===== src/rtl/icache_pkg.sv =====
package icache_pkg;

    // Fetch-side address and instruction widths.
    localparam int ADDR_W   = 32;
    localparam int INSTR_W  = 32;

    // Line geometry: 16-byte lines, 64 of them, direct mapped.
    localparam int OFFSET_W = 4;                          // Byte offset within a line.
    localparam int INDEX_W  = 6;                          // Selects one of the lines.
    localparam int LINES    = 1 << INDEX_W;
    localparam int TAG_W    = ADDR_W - INDEX_W - OFFSET_W; // 22 bits.

    // Word number sits just above the byte offset within a word.
    localparam int WORD_LSB = 2;
    localparam int WORD_W   = OFFSET_W - WORD_LSB;

    // Byte address from the fetch stage.
    typedef logic [ADDR_W-1:0]  addr_t;

    // One instruction word.
    typedef logic [INSTR_W-1:0] instr_t;

    // Stored tag and line index.
    typedef logic [TAG_W-1:0]   tag_t;
    typedef logic [INDEX_W-1:0] index_t;

    // Word within a line, address bits 3:2.
    typedef logic [WORD_W-1:0]  word_sel_t;

endpackage


===== src/rtl/mem_bus_pkg.sv =====
package mem_bus_pkg;

    // A refill moves one whole line in a single beat.
    localparam int LINE_W      = 128;

    // Line-aligned address, the byte offset dropped.
    localparam int LINE_ADDR_W = icache_pkg::ADDR_W - icache_pkg::OFFSET_W;

    typedef logic [LINE_W-1:0]      line_t;
    typedef logic [LINE_ADDR_W-1:0] line_addr_t;

    // Controller states.
    // LOOKUP serves hits, MEM_WAIT waits for the memory line,
    // REFILL writes it and delivers the word.
    typedef enum logic [1:0] {
        LOOKUP   = 2'd0,
        MEM_WAIT = 2'd1,
        REFILL   = 2'd2
    } ctrl_state_t;

endpackage


===== src/rtl/icache_word_sel.sv =====
`timescale 1ns/1ns

module icache_word_sel (
    input  logic                clk_i,
    input  icache_pkg::addr_t   fetch_addr_i,
    input  logic                lookup_i,
    input  logic                miss_capture_i,
    input  logic                refill_i,
    input  mem_bus_pkg::line_t  rd_line_i,
    input  mem_bus_pkg::line_t  wr_line_i,
    output icache_pkg::instr_t  instr_o
);

    icache_pkg::word_sel_t lookup_word_q;  // Word of the lookup in flight.
    icache_pkg::word_sel_t miss_word_q;    // Word owed by the pending miss.
    icache_pkg::word_sel_t word;
    mem_bus_pkg::line_t    line;

    always_ff @(posedge clk_i) begin
        if (lookup_i) begin
            lookup_word_q <= fetch_addr_i[icache_pkg::WORD_LSB +: icache_pkg::WORD_W];
        end
    end

    // Keep the word number until the refill line shows up.
    always_ff @(posedge clk_i) begin
        if (miss_capture_i) begin
            miss_word_q <= lookup_word_q;
        end
    end

    // Refill line during REFILL, otherwise the line read on the hit.
    always_comb begin
        if (refill_i) begin
            word = miss_word_q;
            line = wr_line_i;
        end else begin
            word = lookup_word_q;
            line = rd_line_i;
        end
    end

    // Word 0 lives in the low bits of the line.
    assign instr_o = line[word*icache_pkg::INSTR_W +: icache_pkg::INSTR_W];

endmodule


===== config.mk =====
export PLATFORM = sky130hd
export DESIGN_NAME = icache_word_sel
export DESIGN_NICKNAME = d
export VERILOG_FILES = /design/src/rtl/icache_pkg.sv /design/src/rtl/mem_bus_pkg.sv /design/src/rtl/icache_word_sel.sv
export SDC_FILE = /design/constraint.sdc
export NUM_CORES = 1
export LEC_CHECK = 0
export BUFFER_PORTS_ARGS = -buffer_cell sky130_fd_sc_hd__buf_2
export CAP_MARGIN = 5
export CORE_AREA = 2 2 126 128
export DETAILED_ROUTE_END_ITERATION = 12
export DIE_AREA = 0 0 128 130
export SLEW_MARGIN = 10
export SYNTH_ARGS = -nofsm -noshare
export SYNTH_HDL_FRONTEND = slang
export SYNTH_SLANG_ARGS = --single-unit

===== constraint.sdc =====
create_clock -name clk_i -period 1.96 [get_ports clk_i]
set_input_delay 0.196 -clock clk_i [delete_from_list [all_inputs] [get_ports clk_i]]
set_output_delay 0.196 -clock clk_i [all_outputs]
set_load 0.005 [all_outputs]

* Word level (Yosys, flattened, before mapping)
Cells that the tools add are included.
** Word-level totals
- Word-level logic and storage cells :: 5
- Input port bits :: 292
- Bits in registers :: 4
** Operators by class
- Shift-type cells :: 1
- Multiplexer cells :: 2
** Operators by type and width (number)
- $mux 128 :: 1
- $shiftx 128x8->32 :: 1
- $mux 2 :: 1

* Logic depth before layout (Yosys ltp)
- Depth in word-level cells :: 2
- Mapped depth :: 4
- Gate-level depth less buffers :: 2

* Least setup slack after synthesis
OpenSTA, ideal clock, no wires.
- Path kind :: reg2out
- Start point :: reg miss_word_q[0]
- End point :: out instr_o[10]
- Cell stages (with the launch flop) :: 5
- Path slack :: 0.349 ns
- Required time :: 1.764 ns
- Buffers on the path :: 2
- Data arrival time :: 1.415 ns
- Cells stage by stage :: edfxtp_1 buf_6 buf_6 mux2_4 mux4_2
** Between the ends
- Longest elaborated chain between the ends :: 2
** Ends and longest elaborated chain
- start, declared :: line icache_word_sel.sv:15 : icache_pkg::word_sel_t miss_word_q;
- start signal, assigned :: line icache_word_sel.sv:28 : miss_word_q <= lookup_word_q;
- $mux 2 :: line icache_word_sel.sv:34 : if (refill_i) begin
- $shiftx 128x8->32 :: line icache_word_sel.sv:44 : assign instr_o = line[word*icache_pkg::INSTR_W +: icache_pkg::INSTR_W];
- end, declared :: line icache_word_sel.sv:11 : output icache_pkg::instr_t instr_o
No other way between the ends.

* Worst setup path after layout
- Start point :: reg miss_word_q[0]
- End point :: out instr_o[15]
The elaborated chain is that of the path after synthesis.

==> results.tsv <==
metric	value	unit
Syn Nets	478	
clk root buf	clkbuf_16	
slew of the pin with the lowest slew margin	0.507	ns
clock buffer depth	2	
CP Capture Type	output pin	
initial DRC count	36	
pre-CTS setup slack	0.0487	ns
final routed DRC violation total	0	
CTS Sinks	4	
max-slew violations	0	
Hold Crit Class	in2reg	
Tmin final	2.11	ns
setup ws final	-0.148	ns
Final Power	1510	uW
TNS Setup	-3.31	ns
status	complete, but fails checks	
Comb pwr share	0.719	
Max-Cap Viols	0	
share of cells above drive strength 1	0.939	
total CTS buffers	3	
multi-input logic area	2290	um^2
Yosys reg bits	4	
Placed Cells	657	
Placeable Area	15400	um^2
pwr dens	342	nW/um^2
max_slew headroom	0.662	
Post-Syn Instances	186	
Routed WL	10.0	mm
Tot GR Track Use	0.106	
Mean Syn Cell Area	13.8	um^2
DRT antenna net count	0	
Worst-path clk slew	0.03	ns
area growth from synthesis to layout	71.9	%
crit-path max FO	34	
non-filler cells, final	664	
distinct cell type count after synthesis	9	
Clock power frac	0.209	
register area	120	um^2
dpl hpwl	8.12	mm
largest net degree at the start of global routing	35	
I/O Buffers	293	
VDD IR-drop max	0.000227	V
arrival time worst endpoint	1.91	ns
Vias/cell	4.25	
Crit Path Class	reg2out	
unrepaired setup endpoints after global routing	true	
full die area	16600	um^2
Yosys Warn Count	0	
DR vias	2823	
initial antenna violation count	0	
vias in the first global route	2850	
FP Rows	46	
TritonCTS clock tree	built	
GRT overflow	0	
Tcrit/Tclk final	1.08	
drt wl/cell	15.1	um
I/O pins	324	
setup violators final	32	
H-tree depth	1	
Antenna Cells	0	
Worst EP required	1.76	ns
Die Height	130	um
filler cell count	1633	
Switching Share	0.284	
P_int	1080	uW
Initial Utilization	0.166	
Sw Pwr	429	uW
WHS	0.149	ns
endpoints failing hold	0	
Final nets	766	
Final GP Congestion	0.760	
first-pass GRT wire length	14.0	mm
clk_lat worst skew	0.22	ns
Fmax	0.474	GHz
Seq/Total Area, Yosys	0.0468	
CP Launch Type	flop	
Layout Skew	0.0000861	ns
violated checks	negative setup slack	
first-pass detailed-route iteration total	3	
Seq pwr share	0.072	
post-synthesis cell area	2570	um^2
Pleak	0.00217	uW
die width	128	um
[cell usage in the layout, fill, tap and decap left out]
cell / n
buf_12: 6
buf_16: 2
buf_2: 293
buf_4: 1
buf_6: 1
clkbuf_16: 4
edfxtp_1: 4
mux2_1: 25
mux2_2: 74
mux2_4: 29
mux2i_4: 1
mux4_2: 32
[worst paths after layout]
kind	endpoint	cells after the start	start	slack (ns)
worst max-delay path	instr_o[15]	4	miss_word_q[0]	-0.15
worst min-delay path	lookup_word_q[1]	1	fetch_addr_i[3]	0.15
worst max register to register	miss_word_q[0]	2	lookup_word_q[0]	0.98
worst min register to register	miss_word_q[1]	0	lookup_word_q[1]	0.51
[worst max-delay path, stage by stage (launching register included)]
cell      delay, ns
edfxtp_1       0.42
buf_12         0.24
mux2_2         0.37
mux4_2         0.47
buf_2          0.15
[flip-flops by register name, indices dropped and copies added, names as in the netlist]
signal and count:
lookup_word_q 2, miss_word_q 2
[power groups by stage]
stage,sequential (uW),combinational (uW),clock (uW)
2_1_floorplan,107,611,0
3_3_place_gp,111,1010,0
3_5_place_dp,111,1030,0
4_1_cts,109,1070,322
5_1_grt,109,1180,329
6_report,109,1090,315
[cell families after synthesis]
kind of cell           count (synthesis)  share of synthesized area
buffers and inverters                 21                     0.0819
DFF                                    4                     0.0468
muxes                                161                      0.871
[final cells by class]
class                           instances  share of cell area
Sequential cell                         4              0.0272
Multi-Input combinational cell        161               0.520
Timing Repair Buffer                  304               0.382
Clock buffer                            3              0.0170
Tap cell                              192              0.0544
[stage by stage]
stage | instance area [um^2] | util
floorplan | 2570 | -
global placement | 4190 | 0.272
detailed placement | 4190 | 0.272
CTS | 4350 | 0.282
global route | 4410 | 0.286
finish | 4410 | 0.286
[cells in the mapped netlist (all sizes together)]
cell type,instances,share of area
edfxtp,4,0.047
mux4,32,0.28
buf,18,0.077
clkbuf,3,0.0044
mux2,128,0.58
mux2i,1,0.0088
[per-layer routing]
layer	global-route usage	vias to the layer above	routed length, um
met5	0	-	0
met4	0.0181	0	19
met3	0.0164	2	690
met2	0.211	158	5580
met1	0.119	1320	3730
li1	-	1343	-
[what timing repair did]
action,CTS,global route
gates resized for setup,13,7
cloned,1,2
endpoints found under the setup margin,32,32
setup buffers,1,0
hold endpoints to repair,0,0
hold buffers,0,0
(Power assumes the default switching activity.)
