**src/rtl/icache_pkg.sv**
```systemverilog
package icache_pkg;

    // Fetch-side address and instruction widths.
    localparam int ADDR_W   = 32;
    localparam int INSTR_W  = 32;

    // Line geometry: 16-byte lines, 64 of them, direct mapped.
    localparam int OFFSET_W = 4;                          // Byte offset within a line.
    localparam int INDEX_W  = 6;                          // Selects one of the lines.
    localparam int LINES    = 1 << INDEX_W;
    localparam int TAG_W    = ADDR_W - INDEX_W - OFFSET_W; // 22 bits.

    // Word number sits just above the byte offset within a word.
    localparam int WORD_LSB = 2;
    localparam int WORD_W   = OFFSET_W - WORD_LSB;

    // Byte address from the fetch stage.
    typedef logic [ADDR_W-1:0]  addr_t;

    // One instruction word.
    typedef logic [INSTR_W-1:0] instr_t;

    // Stored tag and line index.
    typedef logic [TAG_W-1:0]   tag_t;
    typedef logic [INDEX_W-1:0] index_t;

    // Word within a line, address bits 3:2.
    typedef logic [WORD_W-1:0]  word_sel_t;

endpackage

```
**src/rtl/mem_bus_pkg.sv**
```systemverilog
package mem_bus_pkg;

    // A refill moves one whole line in a single beat.
    localparam int LINE_W      = 128;

    // Line-aligned address, the byte offset dropped.
    localparam int LINE_ADDR_W = icache_pkg::ADDR_W - icache_pkg::OFFSET_W;

    typedef logic [LINE_W-1:0]      line_t;
    typedef logic [LINE_ADDR_W-1:0] line_addr_t;

    // Controller states.
    // LOOKUP serves hits, MEM_WAIT waits for the memory line,
    // REFILL writes it and delivers the word.
    typedef enum logic [1:0] {
        LOOKUP   = 2'd0,
        MEM_WAIT = 2'd1,
        REFILL   = 2'd2
    } ctrl_state_t;

endpackage

```
**src/rtl/icache_array_if.sv**
```systemverilog
`timescale 1ns/1ns

interface icache_array_if;

    // Lookup request, sampled by the array on the clock edge.
    logic                   lookup_en;
    icache_pkg::addr_t      lookup_addr;

    // Line write at the end of a refill.
    logic                   wr_en;
    icache_pkg::addr_t      wr_addr;
    mem_bus_pkg::line_t     wr_line;

    // Lookup result, one cycle after lookup_en.
    logic                   hit;
    mem_bus_pkg::line_t     rd_line;

    modport ctrl (
        output lookup_en,
        output lookup_addr,
        output wr_en,
        output wr_addr,
        output wr_line,
        input  hit,
        input  rd_line
    );

    modport array (
        input  lookup_en,
        input  lookup_addr,
        input  wr_en,
        input  wr_addr,
        input  wr_line,
        output hit,
        output rd_line
    );

endinterface

```
**src/rtl/icache_ctrl.sv**
```systemverilog
`timescale 1ns/1ns

module icache_ctrl (
    input  logic                    clk_i,
    input  logic                    rst_i,
    input  logic                    fetch_valid_i,
    input  icache_pkg::addr_t       fetch_addr_i,
    input  logic                    flush_i,
    output logic                    busy_o,
    output logic                    instr_valid_o,
    output logic                    mem_req_o,
    output mem_bus_pkg::line_addr_t mem_addr_o,
    input  logic                    mem_ready_i,
    input  mem_bus_pkg::line_t      mem_line_i,
    output logic                    miss_capture_o,
    output logic                    refill_o,
    icache_array_if.ctrl            arr
);

    mem_bus_pkg::ctrl_state_t state_q;
    mem_bus_pkg::ctrl_state_t state_d;

    icache_pkg::addr_t  req_addr_q;  // Last accepted address, held while a miss runs.
    mem_bus_pkg::line_t line_q;      // Line returned by memory.
    logic               lookup_q;    // A lookup result is due this cycle.
    logic               flushed_q;   // Redirect seen during the current miss.

    logic accept;
    logic in_lookup;
    logic in_refill;
    logic hit_now;
    logic miss_now;

    assign in_lookup = (state_q == mem_bus_pkg::LOOKUP);
    assign in_refill = (state_q == mem_bus_pkg::REFILL);

    assign hit_now  = in_lookup && lookup_q && arr.hit;
    assign miss_now = in_lookup && lookup_q && !arr.hit;

    // Busy rises in the same cycle the miss shows up.
    assign busy_o = !in_lookup || miss_now;
    assign accept = fetch_valid_i && !busy_o;  // Strobes while busy are dropped.

    always_comb begin
        state_d = state_q;
        case (state_q)
            mem_bus_pkg::LOOKUP: begin
                if (miss_now) begin
                    state_d = mem_bus_pkg::MEM_WAIT;
                end
            end
            mem_bus_pkg::MEM_WAIT: begin
                if (mem_ready_i) begin
                    state_d = mem_bus_pkg::REFILL;
                end
            end
            mem_bus_pkg::REFILL: begin
                state_d = mem_bus_pkg::LOOKUP;  // Single write cycle.
            end
            default: begin
                state_d = mem_bus_pkg::LOOKUP;
            end
        endcase
    end

    always_ff @(posedge clk_i) begin
        if (!rst_i) begin
            state_q   <= mem_bus_pkg::LOOKUP;
            lookup_q  <= 1'b0;
            flushed_q <= 1'b0;
        end else begin
            state_q  <= state_d;
            lookup_q <= accept;
            if (miss_now) begin
                flushed_q <= flush_i;  // Fresh miss starts unflushed unless redirected now.
            end else if (state_q == mem_bus_pkg::MEM_WAIT && flush_i) begin
                flushed_q <= 1'b1;
            end
        end
    end

    always_ff @(posedge clk_i) begin
        if (accept) begin
            req_addr_q <= fetch_addr_i;
        end
        if (state_q == mem_bus_pkg::MEM_WAIT && mem_ready_i) begin
            line_q <= mem_line_i;
        end
    end

    assign mem_req_o  = miss_now;
    assign mem_addr_o = req_addr_q[icache_pkg::ADDR_W-1:icache_pkg::OFFSET_W];

    assign arr.lookup_en   = accept;
    assign arr.lookup_addr = fetch_addr_i;
    assign arr.wr_en       = in_refill;
    assign arr.wr_addr     = req_addr_q;
    assign arr.wr_line     = line_q;

    assign miss_capture_o = miss_now;
    assign refill_o       = in_refill;

    // The refill still writes after a flush, only the delivery is dropped.
    assign instr_valid_o = hit_now || (in_refill && !flushed_q && !flush_i);

endmodule

```
**src/flat_wrapper.sv**
```systemverilog
// flat-port wrapper written by rule: the top's interface ports become plain ports
module icache_ctrl_flat 
  (clk_i, rst_i, fetch_valid_i, fetch_addr_i, flush_i, busy_o, instr_valid_o, mem_req_o, mem_addr_o, mem_ready_i, mem_line_i, miss_capture_o, refill_o, arr_lookup_en, arr_lookup_addr, arr_wr_en, arr_wr_addr, arr_wr_line, arr_hit, arr_rd_line);
  icache_array_if arr_i ();
  input  logic clk_i;
  input  logic rst_i;
  input  logic fetch_valid_i;
  input  icache_pkg::addr_t fetch_addr_i;
  input  logic flush_i;
  output logic busy_o;
  output logic instr_valid_o;
  output logic mem_req_o;
  output mem_bus_pkg::line_addr_t mem_addr_o;
  input  logic mem_ready_i;
  input  mem_bus_pkg::line_t mem_line_i;
  output logic miss_capture_o;
  output logic refill_o;
  output wire logic [$bits(arr_i.lookup_en)-1:0] arr_lookup_en;
  output wire logic [$bits(arr_i.lookup_addr)-1:0] arr_lookup_addr;
  output wire logic [$bits(arr_i.wr_en)-1:0] arr_wr_en;
  output wire logic [$bits(arr_i.wr_addr)-1:0] arr_wr_addr;
  output wire logic [$bits(arr_i.wr_line)-1:0] arr_wr_line;
  input wire logic [$bits(arr_i.hit)-1:0] arr_hit;
  input wire logic [$bits(arr_i.rd_line)-1:0] arr_rd_line;
  assign arr_lookup_en = arr_i.lookup_en;
  assign arr_lookup_addr = arr_i.lookup_addr;
  assign arr_wr_en = arr_i.wr_en;
  assign arr_wr_addr = arr_i.wr_addr;
  assign arr_wr_line = arr_i.wr_line;
  assign arr_i.hit = arr_hit;
  assign arr_i.rd_line = arr_rd_line;
  icache_ctrl u_core (.clk_i(clk_i), .rst_i(rst_i), .fetch_valid_i(fetch_valid_i), .fetch_addr_i(fetch_addr_i), .flush_i(flush_i), .busy_o(busy_o), .instr_valid_o(instr_valid_o), .mem_req_o(mem_req_o), .mem_addr_o(mem_addr_o), .mem_ready_i(mem_ready_i), .mem_line_i(mem_line_i), .miss_capture_o(miss_capture_o), .refill_o(refill_o), .arr(arr_i));
endmodule
```
**config.mk**
```make
export PLATFORM = sky130hd
export DESIGN_NAME = icache_ctrl_flat
export DESIGN_NICKNAME = d
export VERILOG_FILES = /design/src/rtl/icache_pkg.sv /design/src/rtl/mem_bus_pkg.sv /design/src/rtl/icache_array_if.sv /design/src/rtl/icache_ctrl.sv /design/src/flat_wrapper.sv
export SDC_FILE = /design/constraint.sdc
export NUM_CORES = 1
export LEC_CHECK = 0
export ABC_CLOCK_PERIOD_IN_PS = 17470
export BUFFER_PORTS_ARGS = -buffer_cell sky130_fd_sc_hd__buf_2
export CORE_AREA = 2 2 201 203
export CTS_BUF_LIST = sky130_fd_sc_hd__clkbuf_2 sky130_fd_sc_hd__clkbuf_4 sky130_fd_sc_hd__clkbuf_8
export DETAILED_ROUTE_END_ITERATION = 10
export DIE_AREA = 0 0 203 205
export PLACE_DENSITY = 0.41
export SYNTH_ARGS = -nofsm -noshare
export SYNTH_HDL_FRONTEND = slang
export SYNTH_SLANG_ARGS = --single-unit
```
**constraint.sdc**
```tcl
create_clock -name clk_i -period 17.47 [get_ports clk_i]
set_clock_uncertainty 0.2 [all_clocks]
set_input_delay 0.8735 -clock clk_i [delete_from_list [all_inputs] [get_ports clk_i]]
set_output_delay 0.8735 -clock clk_i [all_outputs]
set_load 0.01 [all_outputs]
```
* Word-level counts from Yosys, hierarchy flattened
Cells that the tools add are included.
** Operators by class
- Reductions and logical operators :: 18
- Eq/ne operators :: 4
- Muxes and demuxes :: 5
** Operators by type and width (number)
- $logic_and 1x1->1 :: 8
- $logic_not 1->1 :: 5
- $mux 2 :: 2
- $ne 2x2->1 const B :: 2
- $pmux 2 s2 :: 1
- $eq 2x1->1 const B :: 1
- $eq 2x2->1 const B :: 1
- $logic_not 2->1 :: 1
- $logic_or 1x1->1 :: 2
- $mux 1 :: 2
- $reduce_and 2->1 :: 1
- $reduce_bool 2->1 :: 1
** Word-level totals
- Word-level logic and storage cells :: 32
- Input port bits :: 294
- Flip-flop bits (word level) :: 164
- Output and inout port bits :: 227

* Depth between registers and ports, before layout
- Word-level depth :: 6
- Depth in mapped cells :: 4
- Gate-level depth less buffers :: 3

* Least setup slack after synthesis
Ideal clock, no wire load.
- Path type :: in2reg
- Start point :: in mem_ready_i
- End point :: reg u_core.line_q[0] (netlist: u_core.arr.wr_line[0]) (enable)
- Slack :: 10.384 ns
- Arrival time :: 6.269 ns
- Stages on the path :: 2
- Buffers on the path :: 0
- Library setup time :: 0.617 ns
- Required time :: 16.653 ns
- Cells stage by stage :: nand2_1 nor2_1
** Between the ends
- Cells in the longest elaborated chain, start to end :: 1
** RTL lines
- start: declaration :: line flat_wrapper.sv:14 : input logic mem_ready_i;
- $logic_and 1x1->1 :: line icache_ctrl.sv:86 : if (state_q == mem_bus_pkg::MEM_WAIT && mem_ready_i) begin
- end signal: assignment :: line icache_ctrl.sv:87 : line_q <= mem_line_i;
- end: declaration :: line icache_ctrl.sv:24 : mem_bus_pkg::line_t line_q;
No other way between the ends.
A chain may end at the register's enable or synchronous reset.

* Final worst setup path
- Start point :: in arr_hit
- End point :: out arr_lookup_en
** Between the ends
- Cells in the longest elaborated chain, start to end :: 5
** RTL lines
- start: declaration :: line flat_wrapper.sv:23 : input wire logic [$bits(arr_i.hit)-1:0] arr_hit;
- $logic_not 1->1 :: line icache_ctrl.sv:38 : assign miss_now = in_lookup && lookup_q && !arr.hit;
- $logic_and 1x1->1 :: line icache_ctrl.sv:38
- $logic_or 1x1->1 :: line icache_ctrl.sv:41 : assign busy_o = !in_lookup || miss_now;
- $logic_not 1->1 :: line icache_ctrl.sv:42 : assign accept = fetch_valid_i && !busy_o;
- $logic_and 1x1->1 :: line icache_ctrl.sv:42
- end: declaration :: line flat_wrapper.sv:18 : output wire logic [$bits(arr_i.lookup_en)-1:0] arr_lookup_en;
No other way between the ends.

==> impl_metrics.toml <==
[status]
outcome = "complete, no violations"

[grt]
grt-ovfl-total = 0
grt_first_pass_wirelength_um = 21000
grt_antenna_before_repair = 8
first_global_vias = 3380
grtUsageTotal = 0.0731
grt_max_degree = 74

[setup_path]
worst-setup-path-type = "in -> out"
crit_path_frequent_cell = "sky130_fd_sc_hd__buf_2"
rr_startpoint = "u_core.state_q[0]"
rr_endpoint = "u_core.arr.wr_line[93]"
crit_path_start = "arr_hit"
crit_buf_inv = 3
cp_slowest_stage_delay_ns = 0.36
worst-endpoint-required_ns = 16.40
start_kind = "primary input"
reg2reg_setup_slack_ns = 14.64
highest_net_fanout_along_the_worst_path = 34
cp-endpoint = "arr_lookup_en"
critical_path.top_delay_family = "buffers and inverters"
timing.critical_path.cells = "buf_2 -> nand2b_4 -> and3_2 -> buf_4 -> buf_2"
worst-r2r-cell-count = 4
path_depth = 5
cp_slowest_cell = "sky130_fd_sc_hd__buf_4"
crit_arrival_ns = 1.89
end_kind = "output pin"

[clocking]
cts_hold_buffers = 0
cts.sinks = 164
cts.repair.resized = 0
clock_latency_late_sink_ns = 0.46
clk_pin_slew_worst_paths_ns = 0.09
clock_tree_from_tritoncts = "yes"
cts-buffers-inserted = 17
cts_setup_buffers = 0
ctsHtreeMaxLevel = 4
worst_case_clock_buffer_depth = 2
cts_root_buf = "sky130_fd_sc_hd__clkbuf_8"

[timing]
worst_pin_slew_ns = 0.966
rsz0062_at_grt = "no"
number_of_failing_setup_endpoints_in_the_final_timing_report = 0
fmaxAchievable_mhz = 337
min_period_ns = 2.96
whs_ns = 0.367
final_critical_path_share_of_the_clock_period = 0.170
report.final.slew_viol_count = 0
relSlewSlack = 0.356
final_hold_violations = 0
timing.setup.tns_ns = 0

[place]
gp_congestion = 0.668
port_buffers = 392
dp.final_hpwl_um = 11900
place_area_mm2 = 0.00767

[route]
antenna_violating_nets_post_route = 0
first_iter_violations = 134
drcViolationCount = 0
finalWirelength_um = 15600
drtPass1Iterations = 4
via_count = 3452
vias_per_cell = 3.03
wl_per_cell_um = 13.7

[flow_run]
maxCapViolations = 0

[pwr]
leakagePower_nw = 3.30
p_per_area_mw_per_mm2 = 94.8
vdd_drop_max_v = 0.0000418

[finish]
layout-drive-gt1-share = 0.702
final_design_area_no_fill_mm2 = 0.00803
area.sequential_mm2 = 0.00488
combined_area_of_the_multi_input_logic_cells_um2 = 144
final_net_count = 893
layout-area-overhead-vs-synth_pct = 46.0
fill_cells = 4235

[min_path]
timing.hold.worst.class = "reg -> reg"

[synth]
post_synth_inst_count = 248
ys_types = 19
synthesis.nets = 542
synth-seq-area-share = 0.888
syn-cell-area_mm2 = 0.00550
ys.warnings.count = 0
ys_seq_elements = 164
avgSynthCellArea_um2 = 22.2

[die]
num_rows = 73
floorplan_die_area_mm2 = 0.0416
floorplan.io_pins = 521
chipWidth_um = 203
fp.dieH_um = 205
floorplan.initialDensity = 0.140
core_mm2 = 0.0394
==> how the worst min path moves through the flow <==
stage | startpoint | to | depth (start not counted)
4_1_cts | mem_line_i[75] | u_core.arr.wr_line[75] | 1
5_1_grt | mem_line_i[115] | u_core.arr.wr_line[115] | 1
6_report | u_core.flushed_q | u_core.flushed_q | 1
2_1_floorplan | u_core.state_q[1] | u_core.state_q[0] | 2
3_3_place_gp | u_core.flushed_q | u_core.flushed_q | 1
3_5_place_dp | u_core.flushed_q | u_core.flushed_q | 1
==> placed cells by master, fill, tap and decap left out <==
cell / instances
sky130_fd_sc_hd__edfxtp_1: 160
sky130_fd_sc_hd__nor2b_1: 1
sky130_fd_sc_hd__nor2_4: 1
sky130_fd_sc_hd__o221a_2: 1
sky130_fd_sc_hd__buf_2: 392
sky130_fd_sc_hd__nor3b_2: 1
sky130_fd_sc_hd__bufinv_16: 1
sky130_fd_sc_hd__a21oi_1: 1
sky130_fd_sc_hd__clkinv_1: 3
sky130_fd_sc_hd__clkinvlp_4: 5
sky130_fd_sc_hd__nor3_1: 1
sky130_fd_sc_hd__buf_4: 3
sky130_fd_sc_hd__nand2b_4: 1
sky130_fd_sc_hd__clkinv_2: 1
sky130_fd_sc_hd__inv_6: 3
sky130_fd_sc_hd__and2_1: 2
sky130_fd_sc_hd__inv_1: 1
sky130_fd_sc_hd__nand3b_1: 1
sky130_fd_sc_hd__and3_2: 1
sky130_fd_sc_hd__nor2_1: 3
sky130_fd_sc_hd__diode_2: 3
sky130_fd_sc_hd__nand2_1: 3
sky130_fd_sc_hd__mux2_2: 1
sky130_fd_sc_hd__and2b_1: 1
sky130_fd_sc_hd__dfxtp_1: 4
sky130_fd_sc_hd__clkbuf_4: 1
sky130_fd_sc_hd__clkbuf_8: 17
sky130_fd_sc_hd__mux2i_1: 1
==> state kept, by name (all words and copies together), names as in the netlist <==
name,cells
u_core.arr.wr_addr,32
u_core.lookup_q,1
u_core.arr.wr_line,128
u_core.state_q,2
u_core.flushed_q,1
==> worst reg2reg max path, stage by stage (launching register included) <==
cell	delay [ns]
sky130_fd_sc_hd__dfxtp_1	0.46
sky130_fd_sc_hd__nand2_1	0.13
sky130_fd_sc_hd__nor2_4	0.09
sky130_fd_sc_hd__buf_4	0.60
sky130_fd_sc_hd__buf_4	0.85
==> power breakdown <==
group          switching, W  internal [W]
clock network      0.000149      0.000113
logic             0.0000276     0.0000253
registers        0.00000362      0.000443
==> cells in the mapped netlist <==
cell type	count	area, µm²
sky130_fd_sc_hd__edfxtp_1	160	4800
sky130_fd_sc_hd__buf_4	62	465
sky130_fd_sc_hd__dfxtp_1	4	80.1
sky130_fd_sc_hd__nor2_1	4	15.0
sky130_fd_sc_hd__nand2_1	3	11.3
sky130_fd_sc_hd__and2_1	2	12.5
sky130_fd_sc_hd__a21oi_1	1	5.00
sky130_fd_sc_hd__and2b_1	1	7.51
sky130_fd_sc_hd__and3_2	1	7.51
sky130_fd_sc_hd__buf_6	1	11.3
sky130_fd_sc_hd__inv_1	1	3.75
sky130_fd_sc_hd__mux2_2	1	11.3
sky130_fd_sc_hd__mux2i_1	1	10.0
sky130_fd_sc_hd__nand2b_4	1	13.8
sky130_fd_sc_hd__nand3b_1	1	7.51
sky130_fd_sc_hd__nor2b_1	1	6.26
sky130_fd_sc_hd__nor3_1	1	5.00
sky130_fd_sc_hd__nor3b_2	1	12.5
sky130_fd_sc_hd__o221a_2	1	11.3
==> cells by family (layout without fill, tap and decap cells) <==
| kind of cell | after synthesis | count (layout) | synth area share |
|---|---|---|---|
| DFF | 164 | 164 | 0.888 |
| buffers and inverters | 64 | 427 | 0.0873 |
| and+or+nand+nor | 16 | 16 | 0.0180 |
| AOI/OAI and AO/OA | 2 | 2 | 0.00296 |
| muxes | 2 | 2 | 0.00387 |
| other | 0 | 3 | 0 |
==> stage by stage <==
| step | utilization | total power, W | std cells | setup WS (ns) |
|---|---|---|---|---|
| 2_1_floorplan | - | 0.000482 | 248 | 10.38 |
| 3_3_place_gp | 0.195 | 0.000510 | 1105 | 14.07 |
| 3_5_place_dp | 0.195 | 0.000510 | 1105 | 14.06 |
| 4_1_cts | 0.204 | 0.000784 | 1136 | 14.44 |
| 5_1_grt | 0.204 | 0.000799 | 1136 | 14.29 |
| 6_report | 0.204 | 0.000761 | 1139 | 14.51 |
==> final cells by class <==
| type | count | share of cell area |
|---|---|---|
| Clock inverter | 13 | 0.0137 |
| Timing Repair Buffer | 395 | 0.247 |
| Multi-Input combinational cell | 20 | 0.0179 |
| Clock buffer | 18 | 0.0301 |
| Sequential cell | 164 | 0.608 |
| Tap cell | 525 | 0.0818 |
| Antenna cell | 3 | 0.000935 |
| Inverter | 1 | 0.000467 |
==> metal layers <==
| layer | vias up | global-route usage | part of all wire |
|---|---|---|---|
| met2 | 270 | 0.131 | 0.52 |
| met3 | 20 | 0.0463 | 0.13 |
| met4 | 10 | 0.0297 | 0.014 |
| met5 | - | 0 | 0.0044 |
| met1 | 1579 | 0.0657 | 0.33 |
| li1 | 1573 | - | - |
Power figures use the tool's default switching activity.
